<file path="src/hw/cmd_pkg.sv">
`default_nettype none

package cmd_pkg;

	typedef logic [31:0] arg_t;

	// ids on the host link
	typedef enum logic [4:0] {
		cmd_get_version = 5'd0,
		cmd_get_time = 5'd2,
		cmd_set_digital_out = 5'd15,
		cmd_config_digital_out = 5'd16,
		cmd_shutdown = 5'd19
	} cmd_e;

	typedef enum logic [7:0] {
		rsp_get_version = 8'd0,
		rsp_get_time = 8'd1
	} rsp_e;

	typedef enum logic {
		unit_system,
		unit_gpio
	} unit_e;

	localparam int MAX_ARGS = 4;

	typedef logic [2:0] nargs_t;

	typedef struct packed {
		unit_e unit;
		nargs_t nargs;
		logic has_response;
	} cmd_entry_t;

	function automatic cmd_entry_t cmd_lookup(input logic [7:0] id);
		cmd_entry_t e;
		// unknown ids land on gpio, which drops them
		e = '{unit_gpio, 3'd0, 1'b0};
		case (id)
			cmd_get_version: e = '{unit_system, 3'd0, 1'b1};
			cmd_get_time: e = '{unit_system, 3'd0, 1'b1};
			cmd_shutdown: e = '{unit_system, 3'd0, 1'b0};
			cmd_set_digital_out: e = '{unit_gpio, 3'd2, 1'b0};
			cmd_config_digital_out: e = '{unit_gpio, 3'd2, 1'b0};
			default: e = '{unit_gpio, 3'd0, 1'b0};
		endcase
		return e;
	endfunction

endpackage

`default_nettype wire

</file>
<file path="src/hw/vlq_decoder.sv">
`timescale 1ns/1ps
`default_nettype none

module vlq_decoder import cmd_pkg::*; (
	input logic clk,
	input logic rst,
	input logic [7:0] msg_data,
	input logic msg_ready,
	output logic msg_rd_en,
	input logic busy,
	output cmd_e cmd,
	output cmd_entry_t entry,
	output arg_t arg_data,
	output logic arg_valid,
	output logic cmd_valid
);

	typedef enum logic [1:0] {
		st_idle,
		st_arg_start,
		st_arg_cont,
		st_wait
	} state_e;

	state_e state;
	nargs_t arg_cnt;
	cmd_entry_t lookup;
	logic pop;
	logic last_arg;

	assign lookup = cmd_lookup(msg_data);
	// never two pops back to back
	assign pop = msg_ready && !msg_rd_en && state != st_wait;
	assign last_arg = arg_cnt + 3'd1 == entry.nargs || arg_cnt + 3'd1 == MAX_ARGS;

	always_ff @(posedge clk) begin
		if (rst) begin
			state <= st_idle;
			msg_rd_en <= 1'b0;
			arg_valid <= 1'b0;
			cmd_valid <= 1'b0;
			arg_cnt <= '0;
		end else begin
			msg_rd_en <= pop;
			arg_valid <= 1'b0;
			cmd_valid <= 1'b0;
			case (state)
				st_idle: begin
					if (pop) begin
						arg_cnt <= '0;
						if (lookup.nargs == 3'd0) begin
							cmd_valid <= 1'b1;
							state <= st_wait;
						end else begin
							state <= st_arg_start;
						end
					end
				end
				st_arg_start, st_arg_cont: begin
					if (pop && msg_data[7]) begin
						state <= st_arg_cont;
					end else if (pop) begin
						arg_valid <= 1'b1;
						arg_cnt <= arg_cnt + 3'd1;
						if (last_arg) begin
							cmd_valid <= 1'b1;
							state <= st_wait;
						end else begin
							state <= st_arg_start;
						end
					end
				end
				// cmd_valid covers the cycle before busy rises
				st_wait: begin
					if (!cmd_valid && !busy)
						state <= st_idle;
				end
				default: state <= st_idle;
			endcase
		end
	end

	always_ff @(posedge clk) begin
		if (state == st_idle && pop) begin
			entry <= lookup;
			// ids above 31 get a code no unit knows
			cmd <= (msg_data[7:5] == 3'd0) ? cmd_e'(msg_data[4:0]) : cmd_e'(5'h1f);
		end
		// first byte sign extends when bits 6:5 are both set
		if (state == st_arg_start && pop)
			arg_data <= {{25{&msg_data[6:5]}}, msg_data[6:0]};
		if (state == st_arg_cont && pop)
			arg_data <= {arg_data[24:0], msg_data[6:0]};
	end

endmodule

`default_nettype wire

</file>
<file path="src/hw/cmd_dispatch.sv">
`timescale 1ns/1ps
`default_nettype none

module cmd_dispatch import cmd_pkg::*; (
	input logic clk,
	input logic rst,
	input cmd_e cmd,
	input cmd_entry_t entry,
	input arg_t arg_data,
	input logic arg_valid,
	input logic cmd_valid,
	output logic busy,
	output cmd_e ucmd,
	output arg_t uarg,
	output logic sys_cmd_ready,
	output logic gpio_cmd_ready,
	input logic sys_arg_advance,
	input logic gpio_arg_advance,
	input arg_t sys_param_data,
	input arg_t gpio_param_data,
	input logic sys_param_write,
	input logic gpio_param_write,
	input logic sys_cmd_done,
	input logic gpio_cmd_done,
	output arg_t enc_params [4],
	output logic [2:0] enc_nparams,
	output logic enc_start,
	input logic enc_busy
);

	localparam int PTR_BITS = $clog2(MAX_ARGS);

	typedef enum logic [1:0] {
		s_idle,
		s_run,
		s_enc
	} state_e;

	state_e state;
	arg_t args [MAX_ARGS];
	logic [PTR_BITS-1:0] wr_ptr;
	logic [PTR_BITS-1:0] rd_ptr;
	unit_e unit;
	logic has_response;
	logic sel_advance;
	logic sel_write;
	logic sel_done;
	arg_t sel_param;

	assign busy = state != s_idle;
	// next argument is visible the cycle after an advance
	assign uarg = args[rd_ptr];

	always_comb begin
		if (unit == unit_system) begin
			sel_advance = sys_arg_advance;
			sel_write = sys_param_write;
			sel_done = sys_cmd_done;
			sel_param = sys_param_data;
		end else begin
			sel_advance = gpio_arg_advance;
			sel_write = gpio_param_write;
			sel_done = gpio_cmd_done;
			sel_param = gpio_param_data;
		end
	end

	always_ff @(posedge clk) begin
		if (rst) begin
			state <= s_idle;
			sys_cmd_ready <= 1'b0;
			gpio_cmd_ready <= 1'b0;
			enc_start <= 1'b0;
			enc_nparams <= '0;
			wr_ptr <= '0;
			rd_ptr <= '0;
			unit <= unit_system;
			has_response <= 1'b0;
		end else begin
			sys_cmd_ready <= 1'b0;
			gpio_cmd_ready <= 1'b0;
			enc_start <= 1'b0;
			if (arg_valid)
				wr_ptr <= wr_ptr + 1'b1;
			case (state)
				s_idle: begin
					if (cmd_valid) begin
						wr_ptr <= '0;
						rd_ptr <= '0;
						enc_nparams <= '0;
						unit <= entry.unit;
						has_response <= entry.has_response;
						sys_cmd_ready <= entry.unit == unit_system;
						gpio_cmd_ready <= entry.unit == unit_gpio;
						state <= s_run;
					end
				end
				s_run: begin
					if (sel_advance)
						rd_ptr <= rd_ptr + 1'b1;
					if (sel_write && enc_nparams != 3'd4)
						enc_nparams <= enc_nparams + 3'd1;
					if (sel_done) begin
						enc_start <= has_response;
						state <= has_response ? s_enc : s_idle;
					end
				end
				s_enc: begin
					if (!enc_start && !enc_busy)
						state <= s_idle;
				end
				default: state <= s_idle;
			endcase
		end
	end

	always_ff @(posedge clk) begin
		if (arg_valid)
			args[wr_ptr] <= arg_data;
		if (state == s_idle && cmd_valid)
			ucmd <= cmd;
		if (state == s_run && sel_write && enc_nparams != 3'd4)
			enc_params[enc_nparams[1:0]] <= sel_param;
	end

endmodule

`default_nettype wire

</file>
<file path="src/hw/vlq_encoder.sv">
`timescale 1ns/1ps
`default_nettype none

module vlq_encoder import cmd_pkg::*; (
	input logic clk,
	input logic rst,
	input arg_t params [4],
	input logic [2:0] nparams,
	input logic start,
	output logic busy,
	output logic [7:0] send_ring_data,
	output logic send_ring_wr_en,
	input logic send_ring_full,
	output logic [7:0] send_fifo_data,
	output logic send_fifo_wr_en,
	input logic send_fifo_full
);

	typedef enum logic [2:0] {
		e_idle,
		e_raw,
		e_load,
		e_send,
		e_len
	} state_e;

	state_e state;
	logic [2:0] idx;
	logic [2:0] rem;
	logic [2:0] vlq_len;
	logic [7:0] count;
	logic ring_pend;
	logic fifo_pend;
	logic ring_free;
	logic signed [31:0] val;
	logic [34:0] ext;

	assign busy = state != e_idle;
	// a byte waits in the output register until the ring has room
	assign send_ring_wr_en = ring_pend && !send_ring_full;
	assign send_fifo_wr_en = fifo_pend && !send_fifo_full;
	assign ring_free = !ring_pend || !send_ring_full;
	assign val = params[idx[1:0]];
	assign ext = {{3{val[31]}}, val};

	// shortest form, 7 bits per byte with the sign in the top group
	always_comb begin
		if (val >= -32 && val < 96)
			vlq_len = 3'd1;
		else if (val >= -4096 && val < 12288)
			vlq_len = 3'd2;
		else if (val >= -524288 && val < 1572864)
			vlq_len = 3'd3;
		else if (val >= -67108864 && val < 201326592)
			vlq_len = 3'd4;
		else
			vlq_len = 3'd5;
	end

	always_ff @(posedge clk) begin
		if (rst) begin
			state <= e_idle;
			ring_pend <= 1'b0;
			fifo_pend <= 1'b0;
			idx <= '0;
			rem <= '0;
			count <= '0;
		end else begin
			if (send_ring_wr_en)
				ring_pend <= 1'b0;
			case (state)
				e_idle: begin
					if (start) begin
						idx <= '0;
						count <= '0;
						state <= (nparams == 3'd0) ? e_len : e_raw;
					end
				end
				// response id goes out as a plain byte
				e_raw: begin
					if (ring_free) begin
						ring_pend <= 1'b1;
						count <= count + 8'd1;
						idx <= 3'd1;
						state <= (nparams == 3'd1) ? e_len : e_load;
					end
				end
				e_load: begin
					rem <= vlq_len;
					state <= e_send;
				end
				e_send: begin
					if (ring_free) begin
						ring_pend <= 1'b1;
						count <= count + 8'd1;
						rem <= rem - 3'd1;
						if (rem == 3'd1 && idx + 3'd1 == nparams) begin
							state <= e_len;
						end else if (rem == 3'd1) begin
							idx <= idx + 3'd1;
							state <= e_load;
						end
					end
				end
				// length only after the last byte left
				e_len: begin
					if (!ring_pend && !fifo_pend)
						fifo_pend <= 1'b1;
					if (send_fifo_wr_en) begin
						fifo_pend <= 1'b0;
						state <= e_idle;
					end
				end
				default: state <= e_idle;
			endcase
		end
	end

	always_ff @(posedge clk) begin
		if (state == e_raw && ring_free)
			send_ring_data <= params[0][7:0];
		if (state == e_send && ring_free)
			send_ring_data <= {rem != 3'd1, ext[7*(rem-3'd1) +: 7]};
		if (state == e_len && !ring_pend && !fifo_pend)
			send_fifo_data <= count;
	end

endmodule

`default_nettype wire

</file>
<file path="src/hw/system_unit.sv">
`timescale 1ns/1ps
`default_nettype none

module system_unit import cmd_pkg::*; #(
	parameter arg_t VERSION = 32'h0
) (
	input logic clk,
	input logic rst,
	input cmd_e ucmd,
	input logic cmd_ready,
	input arg_t systime,
	output logic arg_advance,
	output arg_t param_data,
	output logic param_write,
	output logic cmd_done,
	output logic shutdown
);

	typedef enum logic [1:0] {
		st_idle,
		st_id,
		st_val
	} state_e;

	state_e state;
	rsp_e rsp;
	arg_t value;

	// none of these commands take arguments
	assign arg_advance = 1'b0;

	always_ff @(posedge clk) begin
		if (rst) begin
			state <= st_idle;
			param_write <= 1'b0;
			cmd_done <= 1'b0;
			shutdown <= 1'b0;
		end else begin
			param_write <= 1'b0;
			cmd_done <= 1'b0;
			case (state)
				st_idle: begin
					if (cmd_ready) begin
						case (ucmd)
							cmd_get_version, cmd_get_time: state <= st_id;
							cmd_shutdown: begin
								shutdown <= 1'b1;
								cmd_done <= 1'b1;
							end
							default: cmd_done <= 1'b1;
						endcase
					end
				end
				st_id: begin
					param_write <= 1'b1;
					state <= st_val;
				end
				st_val: begin
					param_write <= 1'b1;
					cmd_done <= 1'b1;
					state <= st_idle;
				end
				default: state <= st_idle;
			endcase
		end
	end

	always_ff @(posedge clk) begin
		// time is taken when the command arrives
		if (state == st_idle && cmd_ready) begin
			rsp <= (ucmd == cmd_get_time) ? rsp_get_time : rsp_get_version;
			value <= (ucmd == cmd_get_time) ? systime : VERSION;
		end
		if (state == st_id)
			param_data <= {24'd0, rsp};
		if (state == st_val)
			param_data <= value;
	end

endmodule

`default_nettype wire

</file>
<file path="src/hw/gpio_unit.sv">
`timescale 1ns/1ps
`default_nettype none

module gpio_unit import cmd_pkg::*; #(
	parameter int NGPIO = 8
) (
	input logic clk,
	input logic rst,
	input cmd_e ucmd,
	input logic cmd_ready,
	input arg_t uarg,
	input logic shutdown,
	output logic arg_advance,
	output arg_t param_data,
	output logic param_write,
	output logic cmd_done,
	output logic [NGPIO-1:0] gpio
);

	localparam int PIN_BITS = (NGPIO > 1) ? $clog2(NGPIO) : 1;

	typedef enum logic [1:0] {
		st_idle,
		st_adv,
		st_exec
	} state_e;

	state_e state;
	arg_t pin;
	logic pin_ok;
	logic level;
	logic [NGPIO-1:0] dflt;
	logic [NGPIO-1:0] out_q;

	assign pin_ok = pin < NGPIO;
	assign level = uarg != '0;
	// shutdown drives every pin to its configured default
	assign gpio = shutdown ? dflt : out_q;
	assign param_data = '0;
	assign param_write = 1'b0;

	always_ff @(posedge clk) begin
		if (rst) begin
			state <= st_idle;
			arg_advance <= 1'b0;
			cmd_done <= 1'b0;
			dflt <= '0;
			out_q <= '0;
		end else begin
			arg_advance <= 1'b0;
			cmd_done <= 1'b0;
			case (state)
				st_idle: begin
					if (cmd_ready && (ucmd == cmd_config_digital_out ||
							ucmd == cmd_set_digital_out)) begin
						arg_advance <= 1'b1;
						state <= st_adv;
					end else if (cmd_ready) begin
						cmd_done <= 1'b1;
					end
				end
				// second argument shows on uarg one cycle later
				st_adv: state <= st_exec;
				st_exec: begin
					if (pin_ok && ucmd == cmd_config_digital_out) begin
						dflt[pin[PIN_BITS-1:0]] <= level;
						out_q[pin[PIN_BITS-1:0]] <= level;
					end
					if (pin_ok && ucmd == cmd_set_digital_out && !shutdown)
						out_q[pin[PIN_BITS-1:0]] <= level;
					cmd_done <= 1'b1;
					state <= st_idle;
				end
				default: state <= st_idle;
			endcase
		end
	end

	always_ff @(posedge clk) begin
		if (state == st_idle && cmd_ready)
			pin <= uarg;
	end

endmodule

`default_nettype wire

</file>
<file path="src/hw/cmd_top.sv">
`timescale 1ns/1ps
`default_nettype none

module cmd_top import cmd_pkg::*; #(
	parameter int NGPIO = 8,
	parameter arg_t VERSION = 32'h0001_0203
) (
	input logic clk,
	input logic rst,
	input logic [7:0] msg_data,
	input logic msg_ready,
	output logic msg_rd_en,
	output logic [7:0] send_ring_data,
	output logic send_ring_wr_en,
	input logic send_ring_full,
	output logic [7:0] send_fifo_data,
	output logic send_fifo_wr_en,
	input logic send_fifo_full,
	input arg_t systime,
	output logic [NGPIO-1:0] gpio
);

	cmd_e dec_cmd;
	cmd_entry_t dec_entry;
	arg_t dec_arg;
	logic dec_arg_valid;
	logic dec_cmd_valid;
	logic disp_busy;
	cmd_e ucmd;
	arg_t uarg;
	logic sys_cmd_ready;
	logic gpio_cmd_ready;
	logic sys_arg_advance;
	logic gpio_arg_advance;
	arg_t sys_param_data;
	arg_t gpio_param_data;
	logic sys_param_write;
	logic gpio_param_write;
	logic sys_cmd_done;
	logic gpio_cmd_done;
	arg_t enc_params [4];
	logic [2:0] enc_nparams;
	logic enc_start;
	logic enc_busy;
	logic shutdown;

	vlq_decoder vlq_decoder_inst (
		.clk(clk), .rst(rst),
		.msg_data(msg_data), .msg_ready(msg_ready), .msg_rd_en(msg_rd_en),
		.busy(disp_busy), .cmd(dec_cmd), .entry(dec_entry),
		.arg_data(dec_arg), .arg_valid(dec_arg_valid), .cmd_valid(dec_cmd_valid)
	);

	cmd_dispatch cmd_dispatch_inst (
		.clk(clk), .rst(rst),
		.cmd(dec_cmd), .entry(dec_entry), .arg_data(dec_arg),
		.arg_valid(dec_arg_valid), .cmd_valid(dec_cmd_valid), .busy(disp_busy),
		.ucmd(ucmd), .uarg(uarg),
		.sys_cmd_ready(sys_cmd_ready), .gpio_cmd_ready(gpio_cmd_ready),
		.sys_arg_advance(sys_arg_advance), .gpio_arg_advance(gpio_arg_advance),
		.sys_param_data(sys_param_data), .gpio_param_data(gpio_param_data),
		.sys_param_write(sys_param_write), .gpio_param_write(gpio_param_write),
		.sys_cmd_done(sys_cmd_done), .gpio_cmd_done(gpio_cmd_done),
		.enc_params(enc_params), .enc_nparams(enc_nparams),
		.enc_start(enc_start), .enc_busy(enc_busy)
	);

	vlq_encoder vlq_encoder_inst (
		.clk(clk), .rst(rst),
		.params(enc_params), .nparams(enc_nparams), .start(enc_start), .busy(enc_busy),
		.send_ring_data(send_ring_data), .send_ring_wr_en(send_ring_wr_en),
		.send_ring_full(send_ring_full),
		.send_fifo_data(send_fifo_data), .send_fifo_wr_en(send_fifo_wr_en),
		.send_fifo_full(send_fifo_full)
	);

	system_unit #(.VERSION(VERSION)) system_unit_inst (
		.clk(clk), .rst(rst),
		.ucmd(ucmd), .cmd_ready(sys_cmd_ready), .systime(systime),
		.arg_advance(sys_arg_advance), .param_data(sys_param_data),
		.param_write(sys_param_write), .cmd_done(sys_cmd_done), .shutdown(shutdown)
	);

	gpio_unit #(.NGPIO(NGPIO)) gpio_unit_inst (
		.clk(clk), .rst(rst),
		.ucmd(ucmd), .cmd_ready(gpio_cmd_ready), .uarg(uarg), .shutdown(shutdown),
		.arg_advance(gpio_arg_advance), .param_data(gpio_param_data),
		.param_write(gpio_param_write), .cmd_done(gpio_cmd_done), .gpio(gpio)
	);

endmodule

`default_nettype wire

</file>
<file path="config.mk">
export PLATFORM = sky130hd
export DESIGN_NAME = cmd_top
export DESIGN_NICKNAME = d
export VERILOG_FILES = /design/src/hw/cmd_pkg.sv /design/src/hw/vlq_decoder.sv /design/src/hw/cmd_dispatch.sv /design/src/hw/vlq_encoder.sv /design/src/hw/system_unit.sv /design/src/hw/gpio_unit.sv /design/src/hw/cmd_top.sv
export SDC_FILE = /design/constraint.sdc
export NUM_CORES = 1
export LEC_CHECK = 0
export BUFFER_PORTS_ARGS = -buffer_cell sky130_fd_sc_hd__buf_2
export CORE_ASPECT_RATIO = 0.75
export CORE_UTILIZATION = 44
export DETAILED_ROUTE_END_ITERATION = 6
export PLACE_DENSITY = 0.64
export SLEW_MARGIN = 0
export SYNTH_ARGS = -nofsm -noshare
export SYNTH_HDL_FRONTEND = slang
export SYNTH_SLANG_ARGS = --single-unit
</file>
<file path="constraint.sdc">
create_clock -name clk -period 7.2 [get_ports clk]
set_input_delay 0.72 -clock clk [delete_from_list [all_inputs] [get_ports clk]]
set_output_delay 0.72 -clock clk [all_outputs]
set_load 0.02 [all_outputs]
</file>
======== Word level (Yosys, flattened, before mapping) ========
Memories as Yosys holds them, arrays and structs flattened. A register that Yosys moved wholly into a read port is not among the register bits.
Cells that the tools add are included.
cells by class
  shift-type cells ........................ 1
  mux-type cells .......................... 106
  equal/unequal tests ..................... 50
  bitwise logic cells ..................... 9
  order comparisons ....................... 14
  reduce and logical (&&, ||, !) cells .... 92
  multiply operators ...................... 1
  add/sub/neg operators ................... 9
operators by type and width
  operator                                                             count
  two-way mux 32 bit                                                   8
  bitwise mux 128 bit                                                  1
  two-way mux 8 bit                                                    9
  two-way mux 3 bit                                                    22
  binary-select mux 32 bit (select 2 bit)                              1
  demux 32 bit (select 2 bit)                                          1
  two-way mux 2 bit                                                    20
  variable part select 35 x 33 -> 7 bit                                1
  == test 32 x 3 -> 1 bit, second input constant                       1
  greater-or-equal comparator 32 x 13 -> 1 bit, second input constant  1
  greater-or-equal comparator 32 x 20 -> 1 bit, second input constant  1
  greater-or-equal comparator 32 x 27 -> 1 bit, second input constant  1
  greater-or-equal comparator 32 x 6 -> 1 bit, second input constant   1
  logical AND 1 bit                                                    32
  < comparator 32 x 15 -> 1 bit, second input constant                 1
  < comparator 32 x 22 -> 1 bit, second input constant                 1
  < comparator 32 x 29 -> 1 bit, second input constant                 1
  < comparator 32 x 4 -> 1 bit, second input constant                  1
  < comparator 32 x 8 -> 1 bit, second input constant                  1
  multiplier 3 x 32 -> 32 bit, first input constant                    1
  nonzero test 32 bit                                                  1
  two-way mux 1 bit                                                    25
  bitwise mux 8 bit                                                    3
  inequality test 2 x 1 -> 1 bit, second input constant                12
  51 further kinds                                                     135
storage, ports and cells
  RAM bits ................................ 128
  input bits .............................. 45
  output and inout bits ................... 27
  logic and storage cells ................. 328
  memories ................................ 1
  register bits ........................... 361
memory list
  name                    depth  bits a word  read ports  clocked after memory_dff  wr ports  RTL line            source
  cmd_dispatch_inst.args  4      32           1           1                         1         cmd_dispatch.sv:40  arg_t args [MAX_ARGS];

======== Longest topological paths before layout ========
  depth in word-level cells ............... 11
  gate-level depth with buffers ........... 17
  mapped depth without buffers ............ 13

======== Cells and area by module ========
From an unflattened synthesis, not the netlist that was laid out.
unflattened totals
  cells, all modules ...................... 1,494
  area, all modules ....................... 22,619.2 um^2
by module, submodules not included
  module        cells an instance  area each (um^2)  times used  seq. area each (um^2)
  cmd_dispatch  422                9,776.9           1           8,157.8
  vlq_encoder   555                5,514.0           1           860.8
  system_unit   174                2,732.6           1           2,052.0
  gpio_unit     193                2,502.4           1           1,361.3
  vlq_decoder   150                2,093.3           1           1,361.3

======== Worst setup path before layout ========
OpenSTA, ideal clock, no wires.
  path type ............................... register -> register
  from .................................... reg vlq_encoder_inst.rem[0]
  to ...................................... reg vlq_encoder_inst.send_ring_data[4] (data pin)
  period minus slack after synthesis ...... 4.750 ns
  required time ........................... 6.935 ns
  cell stages (with the launch flop) ...... 18
  library setup time ...................... 0.265 ns
  data arrival time ....................... 4.485 ns
  setup slack ............................. 2.450 ns
  path through ............................ dfxtp_1 > clkbuf_1 > inv_1 > clkbuf_1 > clkbuf_1 > ha_1 > clkbuf_1 > inv_1 > clkbuf_1 > fa_1 > inv_1 > fa_1 > clkbuf_1 > clkbuf_1 > o221ai_1 > o2111ai_1 > a41oi_1 > or3_1
between the ends
  longest elaborated chain between the ends .. 4
RTL lines
  item                                   RTL line            source
  start: declaration                     vlq_encoder.sv:29   logic [2:0] rem;
  start signal: assignment               vlq_encoder.sv:89   rem <= vlq_len;
  start signal: assignment               vlq_encoder.sv:96   rem <= rem - 3'd1;
  subtractor 3 x 1 -> 4 bit              vlq_encoder.sv:123  send_ring_data <= {rem != 3'd1, ext[7*(rem-3'd1) +: 7]};
  multiplier 3 x 32 -> 32 bit            vlq_encoder.sv:123
  variable part select 35 x 33 -> 7 bit  vlq_encoder.sv:123
  two-way mux 8 bit                      vlq_encoder.sv:122  if (state == e_send && ring_free)
  end signal: assignment                 vlq_encoder.sv:121  send_ring_data <= params[0][7:0];
  end signal: assignment                 vlq_encoder.sv:123
  end: declaration                       vlq_encoder.sv:11   output logic [7:0] send_ring_data,
Every way passes these cells.
A chain may end at the register's enable or synchronous reset.

======== Worst setup path after layout ========
  from .................................... reg vlq_encoder_inst.rem[0]
  to ...................................... reg vlq_encoder_inst.send_ring_data[0] (data pin)
Same word-level chain as after synthesis.

==> impl_metrics.json <==
{
  "timing.critical_path.arrival_ns": 5.31,
  "first_iter_violations": 1253,
  "synth_compound_area_share_pct": 9.03,
  "grt_overflow": 0,
  "yosys_warnings": 0,
  "rows": 69,
  "fmax_mhz": 206,
  "viasPerCell": 5.93,
  "grt_pass1_vias": 12300,
  "clkSinkCount": 482,
  "numCtsBuffers": 47,
  "finalSetupViolations": 0,
  "fin_crit_ns": 4.85,
  "routed_wirelength_mm": 50.7,
  "pwr_density_cell_mw_per_mm2": 289,
  "antenna_cells": 0,
  "critPathKind": "register to register",
  "path_cells": "inv_1 -> buf_4 -> ha_1 -> buf_4 -> inv_1 -> fa_1 -> inv_1 -> fa_1 -> buf_4 -> nor2b_1 -> nand4_1 -> a2111oi_0 -> a31o_1",
  "grt_use_met3_pct": 5.00,
  "yosys.area.top_type": "edfxtp_1",
  "finalSetupTns_ns": 0,
  "netlist_instances": 1454,
  "grt_start_max_net_pins": 62,
  "final_antenna_net_count": 0,
  "cts_root_buf": "clkbuf_16",
  "ir_drop_mv": 0.228,
  "critical_path.max_fanout": 24,
  "dieArea_mm2": 0.0494,
  "tightest_slew_ns": 0.973,
  "die_w_um": 256,
  "postSynthAreaPerCell_um2": 14.7,
  "fillCellCount": 4036,
  "ys_seq_elements": 482,
  "cts_tree": "built",
  "synthAdderAreaFrac_pct": 1.65,
  "layout-drive-gt1-share_pct": 20.1,
  "netlist_top_cells_area": "edfxtp_1, mux4_2, dfxtp_1",
  "synth_top_flop_cell": "edfxtp_1",
  "seqCellArea_mm2": 0.0138,
  "crit_path_top_delay_cell": "fa_1",
  "maxCapViolations": 0,
  "p_leak_nw": 7.83,
  "slowest_delay_ns": 0.83,
  "ioPinCount": 72,
  "cts_setup_buffers": 0,
  "coreArea_mm2": 0.0477,
  "outcome": "complete, no violations",
  "crit_path_start_kind": "register",
  "cts_max_level": 2,
  "fin_worst_skew_ns": 0.0348,
  "grt_util_all_layers_pct": 20.6,
  "drv_slew": 0,
  "firstDrtPassIters": 7,
  "netlist.area_leader.share_pct": 58.2,
  "die_h_um": 193,
  "synth_nets": 1526,
  "grtUsageMet1_pct": 34.1,
  "clkLatencyLatePin_ns": 0.61,
  "cts_hold_buf": 0,
  "antenna_found_initial": 0,
  "seq_area_frac_synth_pct": 64.6,
  "grt_pass1_wl_mm": 76.8,
  "synth_top_family_by_area": "multiplexers",
  "dp_hpwl_mm": 33.6,
  "hold_path_class": "input port to register",
  "final_util_pct": 50.2,
  "clock_path_buffers": 3,
  "yosysUniqueCellTypes": 80,
  "worstPathRequired_ns": 7.67,
  "path_clk_slew_ns": 0.06,
  "synthMuxAreaShare_pct": 10.9,
  "synth-simple-area-share_pct": 10.5,
  "endpoint_kind": "register",
  "drc": 0,
  "cts-resized-gates": 0,
  "io_buffers": 71,
  "final_nets": 1587,
  "syn-cell-area_mm2": 0.0214,
  "rsz0062_at_grt": "false",
  "critical_path_buf_inv_count": 6,
  "relSlewSlack_pct": 35.1,
  "synth_edf_count": 414,
  "globalplace.congestion": 0.926,
  "area_growth_pct": 11.9,
  "path_delay_family": "adder cells",
  "wl_per_cell_um": 23.1,
  "initial_core_util_pct": 44.8,
  "grtUsageMet2_pct": 26.3,
  "ys_async_sr_fraction_pct": 0,
  "finalHoldViolCount": 0,
  "top_usage_layer": "met1",
  "fin_crit_sh_pct": 67.3,
  "synth_xor_area_share_pct": 0.727,
  "vias": 13000,
  "multi_input_area_mm2": 0.00706
}
per-layer routing:
layer | vias to the layer above | routed length (um)
met4 | 0 | 748
met1 | 6547 | 25800
met5 | - | 0
li1 | 5887 | -
met2 | 507 | 19800
met3 | 63 | 4400
kinds of logic (layout without fill, tap and decap cells):
family	Yosys count	count (layout)
muxes	141	141
adders and majority gates	27	27
DFF	482	482
and+or+nand+nor	414	414
buffers and inverters	116	215
xor gates and xnor gates	16	16
AOI/OAI and AO/OA	258	258
flip-flops by register name (all words and copies together), names as in the netlist, 32 cells and up, named ones only:
register,count
cmd_dispatch_inst.args,128
cmd_dispatch_inst.enc_params,128
gpio_unit_inst.pin,32
system_unit_inst.param_data,32
system_unit_inst.value,32
vlq_decoder_inst.arg_data,32
synthesized netlist by cell type, types with 24 or more instances:
cell type and number:
clkbuf_1 56, mux4_2 71, nand2b_1 25, nor3_1 32, dfxtp_1 68, nand2_1 62
nor2_1 67, and3_1 38, ha_1 25, a21oi_1 60, mux2i_1 45, nor4_1 30
edfxtp_1 414, a31o_2 26, and2_1 46, nor2b_1 46, inv_1 24, mux2_2 24
cell usage in the layout, fill, tap and decap left out, types with 16 or more instances in the layout:
cell / Yosys / layout
nor4_1: 30 / 29
and2_1: 46 / 45
clkbuf_16: 0 / 47
and3_1: 38 / 38
a21oi_1: 60 / 59
inv_1: 24 / 24
nand2_1: 62 / 62
buf_4: 4 / 31
nor3_1: 32 / 32
mux2i_1: 45 / 45
buf_2: 12 / 71
nand3_1: 22 / 22
ha_1: 25 / 25
nand4_1: 16 / 16
dfxtp_1: 68 / 65
edfxtp_1: 414 / 414
a221oi_1: 16 / 16
mux2_2: 24 / 24
a31o_2: 26 / 26
nor2b_1: 46 / 46
nand2b_1: 25 / 25
mux4_2: 71 / 71
nor2_1: 67 / 65
path summary, 6_finish.rpt:
check                                         from                                            to  slack (ns)  cells past startpoint
min                                    msg_data[6]        vlq_decoder_inst.arg_data[6]$_DFFE_PP_        0.32                      1
min reg2reg  vlq_decoder_inst.cmd[1]$_SDFFCE_PP1P_           cmd_dispatch_inst.ucmd[1]$_DFFE_PP_        0.43                      0
max reg2reg   vlq_encoder_inst.rem[0]$_SDFFE_PP0P_  vlq_encoder_inst.send_ring_data[0]$_DFFE_PP_        2.35                     13
max           vlq_encoder_inst.rem[0]$_SDFFE_PP0P_  vlq_encoder_inst.send_ring_data[0]$_DFFE_PP_        2.35                     13
through the flow:
stage	hold WS [ns]	cells	setup slack, ns	power (mW)	cell area [um^2]
2_1_floorplan	0.400	1454	2.45	4.10	21400
3_3_place_gp	0.407	2105	2.49	4.43	22300
3_5_place_dp	0.420	2105	2.46	4.45	22300
4_1_cts	0.293	2192	2.46	6.94	23900
5_1_grt	0.302	2192	2.10	7.15	23900
6_report	0.316	2192	2.35	6.91	23900
power breakdown:
part / switching, mW / internal (mW)
Clock: 1.06 / 1.43
Combinational: 0.705 / 0.310
Sequential: 0.0935 / 3.30
Total: 1.86 / 5.04
final cells by class:
| class | instances | share of cell area [%] |
|---|---|---|
| clock buffers | 62 | 5.16 |
| clock inverters | 25 | 1.38 |
| inverters | 26 | 0.408 |
| multi-input cells | 856 | 29.5 |
| flip-flops and latches | 482 | 57.7 |
| well taps | 639 | 3.34 |
| repair buffers | 102 | 2.46 |
(Power assumes the default switching activity.)
